--- src/logic/cab_pkg.sv ---
// Cabinet port constants
package cab_pkg;

	// ====================
	// Player count and word widths
	localparam int NUM_PLAYERS = 2;
	localparam int JOY_W       = 16; // Gamepad word
	localparam int DIR_W       = 4;  // down, up, right, left
	localparam int BTN_W       = 2;  // missile, shot

	// ====================
	// Rotary joystick, one-hot position
	localparam int ROT_W = 8;

	localparam logic [ROT_W-1:0] ROT_HOME = 8'h01; // Reset position
	localparam logic [ROT_W-1:0] ROT_TOP  = 8'h80; // Last position before wrap
	localparam logic [ROT_W-1:0] ROT_IDLE = 8'hFF; // No rotary fitted

	// Board flag value for bootleg PCBs
	// These boards have no rotary hardware
	localparam logic [1:0] BOOTLEG_CODE = 2'b01;

endpackage

--- src/logic/scancode_pkg.sv ---
// Keyboard and gamepad codes
package scancode_pkg;

	// ====================
	// PS/2 scancodes, set 2 make codes
	localparam logic [7:0] SC_START1     = 8'h16; // 1
	localparam logic [7:0] SC_START2     = 8'h1E; // 2
	localparam logic [7:0] SC_COIN1      = 8'h2E; // 5
	localparam logic [7:0] SC_COIN2      = 8'h36; // 6
	localparam logic [7:0] SC_SERVICE    = 8'h46; // 9
	localparam logic [7:0] SC_P1_UP      = 8'h75; // Cursor keys
	localparam logic [7:0] SC_P1_DOWN    = 8'h72;
	localparam logic [7:0] SC_P1_LEFT    = 8'h6B;
	localparam logic [7:0] SC_P1_RIGHT   = 8'h74;
	localparam logic [7:0] SC_P1_SHOT    = 8'h14; // Ctrl
	localparam logic [7:0] SC_P1_MISSILE = 8'h11; // Alt
	localparam logic [7:0] SC_P2_UP      = 8'h1D; // W
	localparam logic [7:0] SC_P2_DOWN    = 8'h1B; // S
	localparam logic [7:0] SC_P2_LEFT    = 8'h1C; // A
	localparam logic [7:0] SC_P2_RIGHT   = 8'h23; // D
	localparam logic [7:0] SC_P2_SHOT    = 8'h2A; // V
	localparam logic [7:0] SC_P2_MISSILE = 8'h32; // B

	// ====================
	// Held-key vector layout, player groups are right/left/down/up/shot/missile
	localparam int NUM_KEYS       = 18;
	localparam int KEY_GRP        = 6;  // Stride between player groups
	localparam int KEY_P1_RIGHT   = 0;
	localparam int KEY_P1_LEFT    = 1;
	localparam int KEY_P1_DOWN    = 2;
	localparam int KEY_P1_UP      = 3;
	localparam int KEY_P1_SHOT    = 4;
	localparam int KEY_P1_MISSILE = 5;
	localparam int KEY_P2_RIGHT   = KEY_P1_RIGHT + KEY_GRP;
	localparam int KEY_P2_LEFT    = KEY_P1_LEFT + KEY_GRP;
	localparam int KEY_P2_DOWN    = KEY_P1_DOWN + KEY_GRP;
	localparam int KEY_P2_UP      = KEY_P1_UP + KEY_GRP;
	localparam int KEY_P2_SHOT    = KEY_P1_SHOT + KEY_GRP;
	localparam int KEY_P2_MISSILE = KEY_P1_MISSILE + KEY_GRP;
	localparam int KEY_START1     = 12;
	localparam int KEY_START2     = 13;
	localparam int KEY_COIN1      = 14;
	localparam int KEY_COIN2      = 15;
	localparam int KEY_SERVICE    = 16;
	localparam int KEY_RSVD       = 17; // Spare slot, never written

	// ====================
	// Gamepad word bits
	localparam int JOY_RIGHT   = 0;
	localparam int JOY_LEFT    = 1;
	localparam int JOY_DOWN    = 2;
	localparam int JOY_UP      = 3;
	localparam int JOY_SHOT    = 4;
	localparam int JOY_MISSILE = 5;
	localparam int JOY_ROT_R   = 6;
	localparam int JOY_ROT_L   = 7;
	localparam int JOY_START   = 8;
	localparam int JOY_COIN    = 9;

	// PS/2 event word fields
	localparam int PS2_TOGGLE  = 10;
	localparam int PS2_PRESSED = 9;

endpackage

--- src/logic/cab_encoder.sv ---
// Core input port encoder
`timescale 1ns/1ps

module cab_encoder (
	input  logic                                                CLK_49M,
	input  logic                                                rst,
	input  logic [cab_pkg::NUM_PLAYERS-1:0][cab_pkg::DIR_W-1:0] p_dir,
	input  logic [cab_pkg::NUM_PLAYERS-1:0][cab_pkg::BTN_W-1:0] p_btn,
	input  logic [cab_pkg::NUM_PLAYERS-1:0]                     p_start,
	input  logic [cab_pkg::NUM_PLAYERS-1:0]                     p_coin_req,
	input  logic [cab_pkg::NUM_PLAYERS-1:0][cab_pkg::ROT_W-1:0] p_rotary,
	input  logic [1:0]                                          key_coin,
	input  logic                                                key_service,
	input  logic [1:0]                                          is_bootleg,
	output logic [1:0]                                          core_coins,
	output logic                                                core_service,
	output logic [cab_pkg::NUM_PLAYERS-1:0]                     core_start,
	output logic [cab_pkg::NUM_PLAYERS-1:0][cab_pkg::DIR_W-1:0] core_joystick,
	output logic [cab_pkg::NUM_PLAYERS-1:0][cab_pkg::BTN_W-1:0] core_buttons,
	output logic [cab_pkg::NUM_PLAYERS-1:0][cab_pkg::ROT_W-1:0] core_rotary
);

	logic                                                bootleg;
	logic [1:0]                                          coins;    // coin2, coin1
	logic [cab_pkg::NUM_PLAYERS-1:0][cab_pkg::ROT_W-1:0] rot_src;
	logic [cab_pkg::ROT_W-1:0]                           rot_rst;  // Rotary value held in reset

	assign bootleg = (is_bootleg == cab_pkg::BOOTLEG_CODE);
	assign coins   = {key_coin[1], key_coin[0] | (|p_coin_req)}; // Pad coin only on coin1

	// No rotary on bootleg PCBs, park both at idle
	assign rot_src = bootleg ? {cab_pkg::NUM_PLAYERS{cab_pkg::ROT_IDLE}} : p_rotary;
	assign rot_rst = bootleg ? cab_pkg::ROT_IDLE : cab_pkg::ROT_HOME;

	// ====================
	// Active-low output registers
	always_ff @(posedge CLK_49M) begin
		if (rst) begin
			core_coins    <= '1; // All inactive
			core_service  <= 1'b1;
			core_start    <= '1;
			core_joystick <= '1;
			core_buttons  <= '1;
			core_rotary   <= {cab_pkg::NUM_PLAYERS{~rot_rst}};
		end else begin
			core_coins    <= ~coins;
			core_service  <= ~key_service;
			core_start    <= ~p_start;
			core_joystick <= ~p_dir;
			core_buttons  <= ~p_btn;
			core_rotary   <= ~rot_src;
		end
	end

endmodule

--- src/logic/cab_inputs_top.sv ---
// Player input front end
`timescale 1ns/1ps

module cab_inputs_top #(
	parameter int ROT_DIV_BITS = 23
) (
	input  logic                                                CLK_49M,
	input  logic                                                rst,
	input  logic [10:0]                                         ps2_key,
	input  logic [cab_pkg::JOY_W-1:0]                           joy0,
	input  logic [cab_pkg::JOY_W-1:0]                           joy1,
	input  logic                                                rot_fast,
	input  logic [1:0]                                          is_bootleg,
	output logic [1:0]                                          core_coins,
	output logic                                                core_service,
	output logic [cab_pkg::NUM_PLAYERS-1:0]                     core_start,
	output logic [cab_pkg::NUM_PLAYERS-1:0][cab_pkg::DIR_W-1:0] core_joystick,
	output logic [cab_pkg::NUM_PLAYERS-1:0][cab_pkg::BTN_W-1:0] core_buttons,
	output logic [cab_pkg::NUM_PLAYERS-1:0][cab_pkg::ROT_W-1:0] core_rotary
);

	logic [17:0]                                         keys;
	logic                                                rot_tick;
	logic [cab_pkg::NUM_PLAYERS-1:0][cab_pkg::JOY_W-1:0] joy_all;
	logic [cab_pkg::NUM_PLAYERS-1:0][cab_pkg::DIR_W-1:0] p_dir;
	logic [cab_pkg::NUM_PLAYERS-1:0][cab_pkg::BTN_W-1:0] p_btn;
	logic [cab_pkg::NUM_PLAYERS-1:0]                     p_start;
	logic [cab_pkg::NUM_PLAYERS-1:0]                     p_coin_req;
	logic [cab_pkg::NUM_PLAYERS-1:0][cab_pkg::ROT_W-1:0] p_rotary;

	assign joy_all = {joy1, joy0};

	kbd_decoder u_kbd (
		.CLK_49M (CLK_49M),
		.rst     (rst),
		.ps2_key (ps2_key),
		.keys    (keys)
	);

	rotary_clock #(
		.ROT_DIV_BITS (ROT_DIV_BITS)
	) u_rot_clk (
		.CLK_49M  (CLK_49M),
		.rst      (rst),
		.rot_fast (rot_fast),
		.rot_tick (rot_tick) // Shared by both players
	);

	// ====================
	// One block per player, key group picked by stride
	for (genvar p = 0; p < cab_pkg::NUM_PLAYERS; p++) begin : g_player
		localparam int BASE = scancode_pkg::KEY_P1_RIGHT + p * scancode_pkg::KEY_GRP;

		player_input u_player (
			.CLK_49M   (CLK_49M),
			.rst       (rst),
			.key_dir   (keys[BASE +: cab_pkg::DIR_W]),                   // up..right
			.key_btn   (keys[BASE + cab_pkg::DIR_W +: cab_pkg::BTN_W]), // missile, shot
			.key_start (keys[scancode_pkg::KEY_START1 + p]),
			.joy       (joy_all[p]),
			.rot_tick  (rot_tick),
			.dir       (p_dir[p]),
			.btn       (p_btn[p]),
			.start     (p_start[p]),
			.coin_req  (p_coin_req[p]),
			.rotary    (p_rotary[p])
		);
	end

	cab_encoder u_enc (
		.CLK_49M       (CLK_49M),
		.rst           (rst),
		.p_dir         (p_dir),
		.p_btn         (p_btn),
		.p_start       (p_start),
		.p_coin_req    (p_coin_req),
		.p_rotary      (p_rotary),
		.key_coin      ({keys[scancode_pkg::KEY_COIN2], keys[scancode_pkg::KEY_COIN1]}),
		.key_service   (keys[scancode_pkg::KEY_SERVICE]),
		.is_bootleg    (is_bootleg),
		.core_coins    (core_coins),
		.core_service  (core_service),
		.core_start    (core_start),
		.core_joystick (core_joystick),
		.core_buttons  (core_buttons),
		.core_rotary   (core_rotary)
	);

endmodule

--- src/logic/kbd_decoder.sv ---
// PS/2 key state decoder
`timescale 1ns/1ps

module kbd_decoder (
	input  logic        CLK_49M,
	input  logic        rst,
	input  logic [10:0] ps2_key,
	output logic [17:0] keys
);

	logic       old_tgl;  // Toggle bit one cycle back
	logic       new_evt;
	logic       pressed;
	logic [7:0] code;

	assign new_evt = (old_tgl != ps2_key[scancode_pkg::PS2_TOGGLE]);
	assign pressed = ps2_key[scancode_pkg::PS2_PRESSED];
	assign code    = ps2_key[7:0];

	always_ff @(posedge CLK_49M) begin
		old_tgl <= ps2_key[scancode_pkg::PS2_TOGGLE];
	end

	// ====================
	// Held key registers
	always_ff @(posedge CLK_49M) begin
		if (rst) begin
			keys <= '0;
		end else if (new_evt) begin
			case (code)
				scancode_pkg::SC_START1:     keys[scancode_pkg::KEY_START1]     <= pressed;
				scancode_pkg::SC_START2:     keys[scancode_pkg::KEY_START2]     <= pressed;
				scancode_pkg::SC_COIN1:      keys[scancode_pkg::KEY_COIN1]      <= pressed;
				scancode_pkg::SC_COIN2:      keys[scancode_pkg::KEY_COIN2]      <= pressed;
				scancode_pkg::SC_SERVICE:    keys[scancode_pkg::KEY_SERVICE]    <= pressed;

				scancode_pkg::SC_P1_UP:      keys[scancode_pkg::KEY_P1_UP]      <= pressed;
				scancode_pkg::SC_P1_DOWN:    keys[scancode_pkg::KEY_P1_DOWN]    <= pressed;
				scancode_pkg::SC_P1_LEFT:    keys[scancode_pkg::KEY_P1_LEFT]    <= pressed;
				scancode_pkg::SC_P1_RIGHT:   keys[scancode_pkg::KEY_P1_RIGHT]   <= pressed;
				scancode_pkg::SC_P1_SHOT:    keys[scancode_pkg::KEY_P1_SHOT]    <= pressed;
				scancode_pkg::SC_P1_MISSILE: keys[scancode_pkg::KEY_P1_MISSILE] <= pressed;

				scancode_pkg::SC_P2_UP:      keys[scancode_pkg::KEY_P2_UP]      <= pressed;
				scancode_pkg::SC_P2_DOWN:    keys[scancode_pkg::KEY_P2_DOWN]    <= pressed;
				scancode_pkg::SC_P2_LEFT:    keys[scancode_pkg::KEY_P2_LEFT]    <= pressed;
				scancode_pkg::SC_P2_RIGHT:   keys[scancode_pkg::KEY_P2_RIGHT]   <= pressed;
				scancode_pkg::SC_P2_SHOT:    keys[scancode_pkg::KEY_P2_SHOT]    <= pressed;
				scancode_pkg::SC_P2_MISSILE: keys[scancode_pkg::KEY_P2_MISSILE] <= pressed;
				default: ; // Unknown codes leave key states alone
			endcase
		end
	end

	// Keys come out of reset all released
	a_keys_clear: assert property (@(posedge CLK_49M)
		rst |=> (keys == '0));

endmodule

--- src/logic/player_input.sv ---
// Per-player control merge
`timescale 1ns/1ps

module player_input (
	input  logic                       CLK_49M,
	input  logic                       rst,
	input  logic [cab_pkg::DIR_W-1:0]  key_dir,   // up, down, left, right
	input  logic [cab_pkg::BTN_W-1:0]  key_btn,   // missile, shot
	input  logic                       key_start,
	input  logic [cab_pkg::JOY_W-1:0]  joy,
	input  logic                       rot_tick,
	output logic [cab_pkg::DIR_W-1:0]  dir,       // down, up, right, left
	output logic [cab_pkg::BTN_W-1:0]  btn,       // missile, shot
	output logic                       start,
	output logic                       coin_req,
	output logic [cab_pkg::ROT_W-1:0]  rotary
);

	logic rot_l;
	logic rot_r;

	// ====================
	// Keyboard OR gamepad
	assign dir[3] = key_dir[2] | joy[scancode_pkg::JOY_DOWN];
	assign dir[2] = key_dir[3] | joy[scancode_pkg::JOY_UP];
	assign dir[1] = key_dir[0] | joy[scancode_pkg::JOY_RIGHT];
	assign dir[0] = key_dir[1] | joy[scancode_pkg::JOY_LEFT];

	assign btn[1] = key_btn[1] | joy[scancode_pkg::JOY_MISSILE];
	assign btn[0] = key_btn[0] | joy[scancode_pkg::JOY_SHOT];

	assign start    = key_start | joy[scancode_pkg::JOY_START];
	assign coin_req = joy[scancode_pkg::JOY_COIN]; // Merged with key coin in encoder

	// Rotary buttons only exist on the gamepad
	assign rot_l = joy[scancode_pkg::JOY_ROT_L];
	assign rot_r = joy[scancode_pkg::JOY_ROT_R];

	// ====================
	// Rotary position, one-hot ring
	always_ff @(posedge CLK_49M) begin
		if (rst) begin
			rotary <= cab_pkg::ROT_HOME;
		end else if (rot_tick) begin
			if (rot_l) begin // Left wins over right
				if (rotary == cab_pkg::ROT_TOP)
					rotary <= cab_pkg::ROT_HOME;
				else
					rotary <= rotary << 1;
			end else if (rot_r) begin
				if (rotary == cab_pkg::ROT_HOME)
					rotary <= cab_pkg::ROT_TOP;
				else
					rotary <= rotary >> 1;
			end
		end
	end

	// Wrap logic must never lose or duplicate the hot bit
	a_rot_onehot: assert property (@(posedge CLK_49M) disable iff (rst)
		$onehot(rotary));

endmodule

--- src/logic/rotary_clock.sv ---
// Rotary step tick divider
`timescale 1ns/1ps

module rotary_clock #(
	parameter int ROT_DIV_BITS = 23
) (
	input  logic CLK_49M,
	input  logic rst,
	input  logic rot_fast,
	output logic rot_tick
);

	logic [ROT_DIV_BITS-1:0] div_cnt; // Free-running
	logic                    wrap_slow;
	logic                    wrap_fast;

	assign wrap_slow = (div_cnt == '0);
	assign wrap_fast = (div_cnt[ROT_DIV_BITS-2:0] == '0); // Top bit ignored, half period

	always_ff @(posedge CLK_49M) begin
		if (rst) begin
			div_cnt  <= '0;
			rot_tick <= 1'b0;
		end else begin
			div_cnt  <= div_cnt + 1'b1;
			rot_tick <= rot_fast ? wrap_fast : wrap_slow; // One cycle strobe
		end
	end

	// Tick is a strobe, even in fast mode
	a_tick_single: assert property (@(posedge CLK_49M) disable iff (rst)
		rot_tick |=> !rot_tick);

endmodule

--- config.mk ---
export PLATFORM = sky130hd
export DESIGN_NAME = cab_inputs_top
export DESIGN_NICKNAME = d
export VERILOG_FILES = /design/src/logic/cab_pkg.sv /design/src/logic/scancode_pkg.sv /design/src/logic/cab_encoder.sv /design/src/logic/cab_inputs_top.sv /design/src/logic/kbd_decoder.sv /design/src/logic/player_input.sv /design/src/logic/rotary_clock.sv
export SDC_FILE = /design/constraint.sdc
export NUM_CORES = 1
export LEC_CHECK = 0
export BUFFER_PORTS_ARGS = -buffer_cell sky130_fd_sc_hd__buf_4
export CAP_MARGIN = 20
export CORE_ASPECT_RATIO = 1.1
export CORE_MARGIN = 2
export CORE_UTILIZATION = 53
export DETAILED_ROUTE_END_ITERATION = 16
export PLACE_DENSITY = 0.79
export SLEW_MARGIN = 10
export SYNTH_ARGS = -nofsm -noshare
export SYNTH_HDL_FRONTEND = slang
export SYNTH_SLANG_ARGS = --single-unit
--- constraint.sdc ---
create_clock -name CLK_49M -period 1.8 [get_ports CLK_49M]
set_input_delay 0.36 -clock CLK_49M [delete_from_list [all_inputs] [get_ports CLK_49M]]
set_output_delay 0.36 -clock CLK_49M [all_outputs]
set_load 0.05 [all_outputs]
==> impl_metrics.tcl <==
set metrics [dict create \
    intPower_mw 2.97 \
    first_global_vias 2838 \
    worstPathArrival_ps 1890 \
    start_util_pct 54.5 \
    status "finished clean" \
    r2r-start "g_player[1].u_player.rotary[2]$_SDFFE_PP0P_" \
    grt_usage_pct 21.0 \
    antenna_found_initial 0 \
    worstPathRequired_ps 2080 \
    placed_area_mm2 0.00414 \
    clock.fmax_ghz 0.621 \
    pwr-share-comb_pct 13.9 \
    grt_max_degree 29 \
    pin_count 81 \
    fin_total_pwr_mw 4.12 \
    row_count 31 \
    die_h_um 89.8 \
    pwr-share-seq_pct 52.8 \
    grt_overflow 0 \
    finalCritPeriodShare_pct 89.4 \
    multi_input_area_mm2 0.00162 \
    drc 0 \
    postCtsSetupBuffers 0 \
    synth.net_count 435 \
    grt_pass1_wl_um 12500 \
    dp_hpwl_um 5270 \
    nets 500 \
    start_kind "flop" \
    r2r_cells 3 \
    drt_first_pass_iters 5 \
    maxCapViolations 0 \
    p_clk_share_pct 33.3 \
    synthArstFlopShare_pct 0 \
    ys_types 38 \
    drt_iter0_markers 196 \
    min_path_type "in -> reg" \
    via_count 3041 \
    nFillCells 529 \
    cts_buffers 9 \
    tritoncts "yes" \
    io_buffers 67 \
    rr_endpoint "g_player[1].u_player.rotary[7]$_SDFFE_PP0P_" \
    slew_violations 0 \
    finalSetupTns_ps 0 \
    top_usage_layer "met2" \
    clock_skew_ps 7.18 \
    use_met2_pct 35.0 \
    clkSinkCount 91 \
    p_switching_mw 1.15 \
    seqCellArea_mm2 0.00182 \
    critical_path_class "reg -> reg" \
    postCtsHoldBufs 0 \
    worst-r2r-setup-slack_ps 190 \
    final_area_mm2 0.00434 \
    slew_headroom_pct 64.0 \
    synthCells 385 \
    antennaDiodeCount 0 \
    wirelength_um 7480 \
    hold_viol 0 \
    swShare_pct 28.0 \
    final_core_util_pct 66.6 \
    ctsHtreeMaxLevel 3 \
    clock_path_buffers 2 \
    endpoint_kind "flop" \
    areaGrowthSynthToFinish_pct 22.3 \
    instances_no_fill 537 \
    clkTransAtPathRegs_ps 90 \
    fin_crit_ps 1610 \
    preCtsSetupSlack_ps 214 \
    ys_seq_area_share_pct 51.3 \
    ys_ff_latch 91 \
    synth_edf_count 0 \
    rsz0062_at_grt "no" \
    worstSkewPairLatency_ps 350 \
    setup_viol 0 \
    irDropWorstVdd_mv 0.465 \
    wl_per_cell_um 13.9 \
    yosys_warnings 0 \
    drive_gt1_share_pct 20.9 \
    tightest_slew_ps 533 \
    die_area_mm2 0.00737 \
    avgSynthCellArea_um2 9.22 \
    crit_path_max_fanout 5 \
    cellPowerDensity_mw_per_mm2 949 \
    placedCellCount 521 \
    startpoint "g_player[1].u_player.rotary[2]$_SDFFE_PP0P_" \
    clock-root-buffer "clkbuf_8" \
    ys.flop_type "dfxtp_1" \
    routabilityCongestion 0.885 \
    die_w_um 82.0 \
    cp-endpoint "g_player[1].u_player.rotary[7]$_SDFFE_PP0P_" \
    vias_per_cell 5.66 \
    gr-usage-met3_pct 4.02 \
    ant_nets 0 \
    post_cts_resized 0 \
    fin_ws_ps 191 \
    core-area_mm2 0.00652 \
    whs_ps 131 \
    netlist_area_mm2 0.00355 \
    grt_util_met1_pct 26.3 \
    p_leak_nw 1.69 \
]
-- sequential cells by signal, indices dropped and copies added, names as in the netlist, 2 cells and up --
register / cells
u_enc.core_coins: 2
u_enc.core_rotary: 16
u_enc.core_buttons: 4
g_player.u_player.rotary: 16
u_enc.core_joystick: 8
u_rot_clk.div_cnt: 23
u_enc.core_start: 2
u_kbd.keys: 17
-- power groups by stage --
stage	clock network (mW)	registers, mW	logic (mW)
after CTS	1.40	2.17	0.576
final	1.37	2.17	0.574
after global routing	1.48	2.19	0.621
after detailed placement	0	2.22	0.573
after global placement	0	2.22	0.561
after floorplan	0	2.37	0.211
-- worst min path at each step --
stage	start	end	slack, ps	depth (start not counted)
final	ps2_key[10]	u_kbd.old_tgl$_DFF_P_	130	1
after global routing	ps2_key[10]	u_kbd.old_tgl$_DFF_P_	110	1
after CTS	ps2_key[10]	u_kbd.old_tgl$_DFF_P_	110	1
after detailed placement	u_kbd.keys[15]$_SDFFE_PP0P_	u_enc.core_coins[1]$_SDFF_PP1_	370	1
after global placement	u_kbd.keys[16]$_SDFFE_PP0P_	u_enc.core_service$_SDFF_PP1_	370	1
after floorplan	u_kbd.keys[16]$_SDFFE_PP0P_	u_enc.core_service$_SDFF_PP1_	360	1
-- layer usage --
| metal | up-vias | routed length (um) |
|---|---|---|
| li1 | 1529 | - |
| met1 | 1430 | 3220 |
| met5 | - | 0 |
| met3 | 12 | 358 |
| met4 | 0 | 122 |
| met2 | 70 | 3790 |
-- logic make-up (layout without fill, tap and decap cells) --
group	count (synthesis)	count (layout)	share of synthesized area, %
AOI/OAI and AO/OA	76	76	12.0
adders and majority gates	2	2	0.705
xor gates and xnor gates	13	13	3.21
buffers and inverters	28	98	3.03
muxes	21	21	5.92
and+or+nand+nor	154	154	23.8
DFF	91	91	51.3
-- cells in the mapped netlist (4+ instances only) --
cell type / number / share of area, %
inv_1: 5 / 0.53
a211oi_1: 12 / 2.5
xnor2_1: 6 / 1.5
nand3_1: 18 / 2.5
nor2b_1: 10 / 1.8
and4_1: 4 / 0.99
dfxtp_1: 91 / 51
nor2_1: 39 / 4.1
nand4_1: 23 / 4.1
or3_1: 7 / 1.2
nor4_1: 8 / 1.4
o21ai_0: 34 / 4.8
nand4b_1: 4 / 0.99
nand2_1: 18 / 1.9
a21oi_1: 22 / 3.1
mux2i_1: 21 / 5.9
clkbuf_1: 21 / 2.2
xor2_1: 7 / 1.7
or4_1: 4 / 0.85
nor3_1: 5 / 0.71
-- layout by cell type, fill, tap and decap left out, types with 3 or more instances in the layout --
| cell type | netlist | routed |
|---|---|---|
| nor3_1 | 5 | 5 |
| nor2b_1 | 10 | 10 |
| a21oi_1 | 22 | 22 |
| nor2_1 | 39 | 39 |
| nor4_1 | 8 | 8 |
| nand2_1 | 18 | 18 |
| dfxtp_1 | 91 | 91 |
| or3_1 | 7 | 7 |
| buf_4 | 0 | 77 |
| mux2i_1 | 21 | 21 |
| nor4b_1 | 3 | 3 |
| and4_1 | 4 | 4 |
| nand3_1 | 18 | 18 |
| nand4b_1 | 4 | 4 |
| clkbuf_8 | 0 | 9 |
| xor2_1 | 7 | 7 |
| or4_1 | 4 | 4 |
| o21ai_0 | 34 | 34 |
| xnor2_1 | 6 | 6 |
| and3_1 | 3 | 3 |
| inv_1 | 5 | 5 |
| nand4_1 | 23 | 23 |
| a211oi_1 | 12 | 12 |
-- worst max-delay path, cell delays in order, from the launching register on --
cell	delay, ps
dfxtp_1	360
or4_1	550
or4_1	480
a31oi_1	160
-- final cells by class --
type / count / area share [%]
repair buffers: 77 / 13.3
clock inverters: 7 / 1.76
flip-flops and latches: 91 / 42.0
inverters: 5 / 0.432
well taps: 82 / 2.36
clock buffers: 9 / 2.85
multi-input cells: 266 / 37.3
Power figures use the tool's default switching activity.
